## config.mk

```make
export PLATFORM = sky130hd
export DESIGN_NAME = io_router_row
export DESIGN_NICKNAME = d
export VERILOG_FILES = /design/src/hw/cgra_pod_pkg.sv /design/src/hw/io_router_row.sv
export SDC_FILE = /design/constraint.sdc
export NUM_CORES = 1
export LEC_CHECK = 0
export BUFFER_PORTS_ARGS = -buffer_cell sky130_fd_sc_hd__clkbuf_2
export CORE_AREA = 2 2 81 83
export CTS_BUF_LIST = sky130_fd_sc_hd__clkbuf_4 sky130_fd_sc_hd__clkbuf_8
export DETAILED_ROUTE_END_ITERATION = 6
export DIE_AREA = 0 0 83 85
export MAX_ROUTING_LAYER = met4
export PLACE_DENSITY = 0.8
export SYNTH_ARGS = -nofsm -noshare
export SYNTH_HDL_FRONTEND = slang
export SYNTH_SLANG_ARGS = --single-unit
```

## constraint.sdc

```tcl
create_clock -name mc_clk_i -period 7.25 [get_ports mc_clk_i]
set_input_delay 0.725 -clock mc_clk_i [delete_from_list [all_inputs] [get_ports mc_clk_i]]
set_output_delay 0.725 -clock mc_clk_i [all_outputs]
set_load 0.03 [all_outputs]
```

## src/hw/cgra_pod_pkg.sv

```systemverilog
package cgra_pod_pkg;

  // ========================================
  // Mesh coordinates and scratchpad words
  // ========================================

  typedef logic [3:0] x_cord_t;
  typedef logic [3:0] y_cord_t;

  // 16-word scratchpad
  typedef logic [3:0] spm_addr_t;

  typedef logic [31:0] word_t;

  // ========================================
  // Request and reply encodings
  // ========================================

  typedef enum logic [1:0] {
    op_load  = 2'd0,
    op_store = 2'd1,
    op_accum = 2'd2
  } req_op_e;

  typedef enum logic {
    rsp_ok        = 1'b0,
    rsp_misrouted = 1'b1
  } rsp_status_e;

  // Forward request, west to east
  typedef struct packed {
    x_cord_t   dst_x;
    y_cord_t   dst_y;
    x_cord_t   src_x;
    y_cord_t   src_y;
    req_op_e   op;
    spm_addr_t addr;
    word_t     data;
  } fwd_pkt_t;

  // Reverse reply, addressed back to the requester
  typedef struct packed {
    x_cord_t     dst_x;
    y_cord_t     dst_y;
    rsp_status_e status;
    word_t       data;
  } rev_pkt_t;

endpackage

```

## src/hw/io_router_row.sv

```systemverilog
module io_router_row (
  input  logic                   mc_clk_i,
  input  logic                   rst_n_i,
  input  cgra_pod_pkg::x_cord_t  my_x_i,
  input  cgra_pod_pkg::y_cord_t  my_y_i,

  // West forward link
  input  cgra_pod_pkg::fwd_pkt_t hor_fwd_i,
  input  logic                   hor_fwd_v_i,
  output logic                   hor_fwd_rdy_o,

  // West reverse link
  output cgra_pod_pkg::rev_pkt_t hor_rev_o,
  output logic                   hor_rev_v_o,
  input  logic                   hor_rev_rdy_i,

  // Processor forward link
  output cgra_pod_pkg::fwd_pkt_t proc_fwd_o,
  output logic                   proc_fwd_v_o,
  input  logic                   proc_fwd_rdy_i,

  // Processor reverse link
  input  cgra_pod_pkg::rev_pkt_t proc_rev_i,
  input  logic                   proc_rev_v_i,
  output logic                   proc_rev_rdy_o
);
  import cgra_pod_pkg::*;

  logic     live_r;
  logic     dst_match;
  logic     err_v_r;
  rev_pkt_t err_pkt_r;
  logic     err_take;
  logic     err_sent;
  logic     rr_r;
  logic     stall_r;
  logic     pick_err_r;
  logic     pick_err;
  logic     rev_fire;

  // Forward path, matching requests pass straight through
  assign dst_match = (hor_fwd_i.dst_x == my_x_i) && (hor_fwd_i.dst_y == my_y_i);

  assign proc_fwd_o    = hor_fwd_i;
  assign proc_fwd_v_o  = live_r & hor_fwd_v_i & dst_match;
  assign err_take      = live_r & hor_fwd_v_i & ~dst_match & ~err_v_r;
  assign hor_fwd_rdy_o = live_r & (dst_match ? proc_fwd_rdy_i : ~err_v_r);

  // Reverse merge, rr_r high gives the processor priority
  // Selection is frozen while a shown reply waits for ready
  assign pick_err = stall_r ? pick_err_r : (err_v_r & (~proc_rev_v_i | ~rr_r));

  assign hor_rev_o      = pick_err ? err_pkt_r : proc_rev_i;
  assign hor_rev_v_o    = pick_err ? err_v_r : proc_rev_v_i;
  assign proc_rev_rdy_o = live_r & hor_rev_rdy_i & ~pick_err;

  assign err_sent = pick_err & hor_rev_rdy_i;
  assign rev_fire = hor_rev_v_o & hor_rev_rdy_i;

  always_ff @(posedge mc_clk_i) begin
    if (!rst_n_i) begin
      live_r     <= 1'b0;
      err_v_r    <= 1'b0;
      rr_r       <= 1'b0;
      stall_r    <= 1'b0;
      pick_err_r <= 1'b0;
    end else begin
      live_r     <= 1'b1;
      stall_r    <= hor_rev_v_o & ~hor_rev_rdy_i;
      pick_err_r <= pick_err;
      if (err_take) begin
        err_v_r <= 1'b1;
      end else if (err_sent) begin
        err_v_r <= 1'b0;
      end
      // Whoever was served yields priority next time
      if (rev_fire) begin
        rr_r <= pick_err;
      end
    end
  end

  // Error reply goes back to the requester with its own data word
  always_ff @(posedge mc_clk_i) begin
    if (err_take) begin
      err_pkt_r.dst_x  <= hor_fwd_i.src_x;
      err_pkt_r.dst_y  <= hor_fwd_i.src_y;
      err_pkt_r.status <= rsp_misrouted;
      err_pkt_r.data   <= hor_fwd_i.data;
    end
  end

endmodule

```

==> flow_summary_export.csv <==
group,metric,value,unit
run_status,run_status,"finished clean",
logic_synthesis,synthArstFlopShare,0,%
die,initial_utilization,39.4,%
timing,hold_viol_final,0,
setup_path,critical_path_class,"primary input to output port",
logic_synthesis,netlist_instances,177,
clock_tree,cts_hold_buf,0,
clock_tree,clock_tree_from_tritoncts,"done",
die,fp.dieArea,7060,um2
pwr,power.ir.vdd_worst,0.120,mV
timing,post_route_clock_period_utilization,39.5,%
clock_tree,cts_made_buffers,5,
place,numPortBuffers,195,
timing,rsz0062_at_grt,"false",
global_route,grt_util_met2,26.2,%
drt,drc,0,
clock_tree,post_cts.resized_instances,0,
die,core-area,6200,um2
place,placement.cell_area,3100,um2
clock_tree,cts_max_path_buffers,2,
pwr,power_leakage,1.54,nW
min_path,holdCritPathClass,"flop to flop",
flow_run,number_of_maximum_capacitance_constraint_violations,0,
place,gp_routability_congestion,0.822,
logic_synthesis,yosys.area.top_type,"sky130_fd_sc_hd__edfxtp_1",
final_layout,design.final.nets,433,
clock_tree,post-cts-setup-buffer-count,0,
die,floorplan.die.height,85,um
final_layout,final.fill_count,546,
global_route,vias_in_the_first_global_route,1736,
global_route,globalRouteMet3Util,3.70,%
logic_synthesis,postSynthNetCount,286,
global_route,antenna_violations_before_repair,0,
timing,setup_violations,0,
setup_path,timing.critical_path.fanout_max,45,
place,total_half_perimeter_wirelength_after_legalization_and_detailed_placement,4.15,mm
setup_path,worst_ep_required_time,6.52,ns
global_route,grt.met1_usage,16.0,%
final_layout,final_core_util,51.7,%
clock_tree,path_clk_slew,0.07,ns
drt,post_route_wl,5.01,mm
die,floorplan.io_pins,208,
global_route,grt_use_total,14.7,%
logic_synthesis,synth_top_cells_by_area,"sky130_fd_sc_hd__edfxtp_1, sky130_fd_sc_hd__mux2_2, sky130_fd_sc_hd__buf_4",
final_layout,finish.instance_area,3210,um2
logic_synthesis,syn_area_per_cell,13.8,um2
global_route,grt_pass1_wl,8.03,mm
logic_synthesis,postSynth.topFlopCell,"sky130_fd_sc_hd__edfxtp_1",
timing,timing_worst_slew_pin_value,0.550,ns
global_route,grt-ovfl-total,0,
clock_tree,cts_htree_levels,2,
clock_tree,root_buffer,"sky130_fd_sc_hd__clkbuf_8",
final_layout,area_growth_syn_to_layout,31.1,%
setup_path,crit_path_end_kind,"output port",
timing,period_needed,2.86,ns
final_layout,post_route_cells_drive_above_1_share,76.6,%
die,core.rowCount,29,
logic_synthesis,synth.yosys.seq_area_share,53.2,%
global_route,grt_busiest_layer,"met2",
drt,via_per_inst,4.45,
drt,ant_nets,0,
global_route,pin_count_of_the_biggest_net_entering_global_routing,46,
setup_path,crit_arrival,2.14,ns
timing,fin_hold_ws,0.555,ns
logic_synthesis,yosysUniqueCellTypes,22,
logic_synthesis,synth.yosys.warnings,0,
logic_synthesis,synth.ff_latch_count,45,
drt,average_wire_per_standard_cell,12.5,um
drt,first_pass_iters,4,
logic_synthesis,netlist.area_leader.share,49.1,%
logic_synthesis,syn_area,2450,um2
setup_path,worst_setup_path_start_kind,"primary input",
pwr,p_per_area,212,nW/um2
timing,slew_headroom,63.3,%
timing,tns,0,ns
drt,vias,1789,
drt,detailedRoute.firstIterationViolations,27,
clock_tree,clk-insertion-delay-late,0.29,ns
logic_synthesis,synth_enable_flop_cells,40,
timing,timing.fmax,349,MHz
timing,final.setup_skew,0.00821,ns
clock_tree,numClockSinks,45,
timing,report.final.slew_viol_count,0,
final_layout,final_antenna_diode_count,0,
die,dieWidth,83,um
-- critical path, stage by stage --
cell,delay (ns)
sky130_fd_sc_hd__clkbuf_2,0.10
sky130_fd_sc_hd__nand2_1,0.08
sky130_fd_sc_hd__a22oi_4,0.14
sky130_fd_sc_hd__buf_4,0.48
sky130_fd_sc_hd__mux2_2,0.41
sky130_fd_sc_hd__clkbuf_2,0.18
-- routing by layer --
layer | up-vias | share of wire (%)
met5 | - | 0
met4 | 0 | 0.88
met3 | 4 | 8.5
met2 | 122 | 54
met1 | 780 | 36
li1 | 883 | -
-- registers in the layout, indices dropped and copies added, names as in the netlist --
register and count:
err_pkt_r 40, stall_r 1, rr_r 1, live_r 1, err_v_r 1, pick_err_r 1
-- report_power, final --
group / total, mW / switching (mW) / internal, mW / leakage, nW
sequential: 0.300 / 0.00440 / 0.296 / 0.413
combinational: 0.196 / 0.123 / 0.0724 / 1.06
clock: 0.184 / 0.0777 / 0.106 / 0.0586
-- worst paths after layout --
path,slack (ns),depth (start not counted),start,end
worst max register to register,5.67,5,err_v_r$_SDFFE_PN0P_,rr_r$_SDFFE_PN0P_
worst min-delay path,0.56,2,err_v_r$_SDFFE_PN0P_,err_v_r$_SDFFE_PN0P_
worst min register to register,0.56,2,err_v_r$_SDFFE_PN0P_,err_v_r$_SDFFE_PN0P_
worst max-delay path,4.39,6,proc_rev_v_i,hor_rev_o[40]
-- kinds of logic (layout without fill, tap and decap cells) --
logic type	count (synthesis)	count (layout)	share of synthesized area (%)
AO/OA/AOI/OAI	7	7	2.76
multiplexers	41	41	18.8
flip-flops	45	45	53.2
AND/OR/NAND/NOR	18	18	3.99
buffers and inverters	58	206	18.4
XOR/XNOR	8	8	2.86
-- synth_stat cells, types with 2 or more instances --
cell type                  count
sky130_fd_sc_hd__nand2b_1      3
sky130_fd_sc_hd__xnor2_1       8
sky130_fd_sc_hd__nand4_1       2
sky130_fd_sc_hd__nand2_1       5
sky130_fd_sc_hd__nor3_1        2
sky130_fd_sc_hd__mux2_2       40
sky130_fd_sc_hd__dfxtp_1       5
sky130_fd_sc_hd__buf_6         4
sky130_fd_sc_hd__edfxtp_1     40
sky130_fd_sc_hd__nor2_1        2
sky130_fd_sc_hd__buf_4        54
sky130_fd_sc_hd__a21boi_0      2
-- stage by stage --
step / setup slack, ns / power [mW] / std cells
2_1_floorplan: 2.96 / 0.462 / 177
6_report: 4.39 / 0.679 / 402
5_1_grt: 4.29 / 0.714 / 402
4_1_cts: 4.36 / 0.690 / 402
3_3_place_gp: 4.41 / 0.501 / 394
3_5_place_dp: 4.37 / 0.504 / 394
-- area by class of cell --
cell class | instances | area (um2) | share of cell area, %
Multi-Input combinational cell | 74 | 701 | 21.8
Timing Repair Buffer | 198 | 998 | 31.1
Sequential cell | 45 | 1300 | 40.6
Tap cell | 77 | 96.3 | 3.00
Clock inverter | 2 | 35.0 | 1.09
Clock buffer | 6 | 76.3 | 2.38
-- cell usage in the layout (no fill, tap or decap) --
master / count
sky130_fd_sc_hd__a21boi_0: 2
sky130_fd_sc_hd__a22oi_4: 1
sky130_fd_sc_hd__and3_1: 1
sky130_fd_sc_hd__and3b_1: 1
sky130_fd_sc_hd__buf_4: 3
sky130_fd_sc_hd__bufinv_16: 1
sky130_fd_sc_hd__clkbuf_2: 195
sky130_fd_sc_hd__clkbuf_4: 1
sky130_fd_sc_hd__clkbuf_8: 5
sky130_fd_sc_hd__clkinv_2: 1
sky130_fd_sc_hd__dfxtp_1: 5
sky130_fd_sc_hd__edfxtp_1: 40
sky130_fd_sc_hd__mux2_2: 40
sky130_fd_sc_hd__mux2i_1: 1
sky130_fd_sc_hd__nand2_1: 5
sky130_fd_sc_hd__nand2b_1: 3
sky130_fd_sc_hd__nand4_1: 2
sky130_fd_sc_hd__nor2_1: 2
sky130_fd_sc_hd__nor2b_1: 1
sky130_fd_sc_hd__nor2b_2: 1
sky130_fd_sc_hd__nor3_1: 1
sky130_fd_sc_hd__nor3_2: 1
sky130_fd_sc_hd__o2111ai_1: 1
sky130_fd_sc_hd__o21a_1: 1
sky130_fd_sc_hd__o22a_1: 1
sky130_fd_sc_hd__o22ai_1: 1
sky130_fd_sc_hd__xnor2_1: 8
Power figures use the tool's default switching activity.
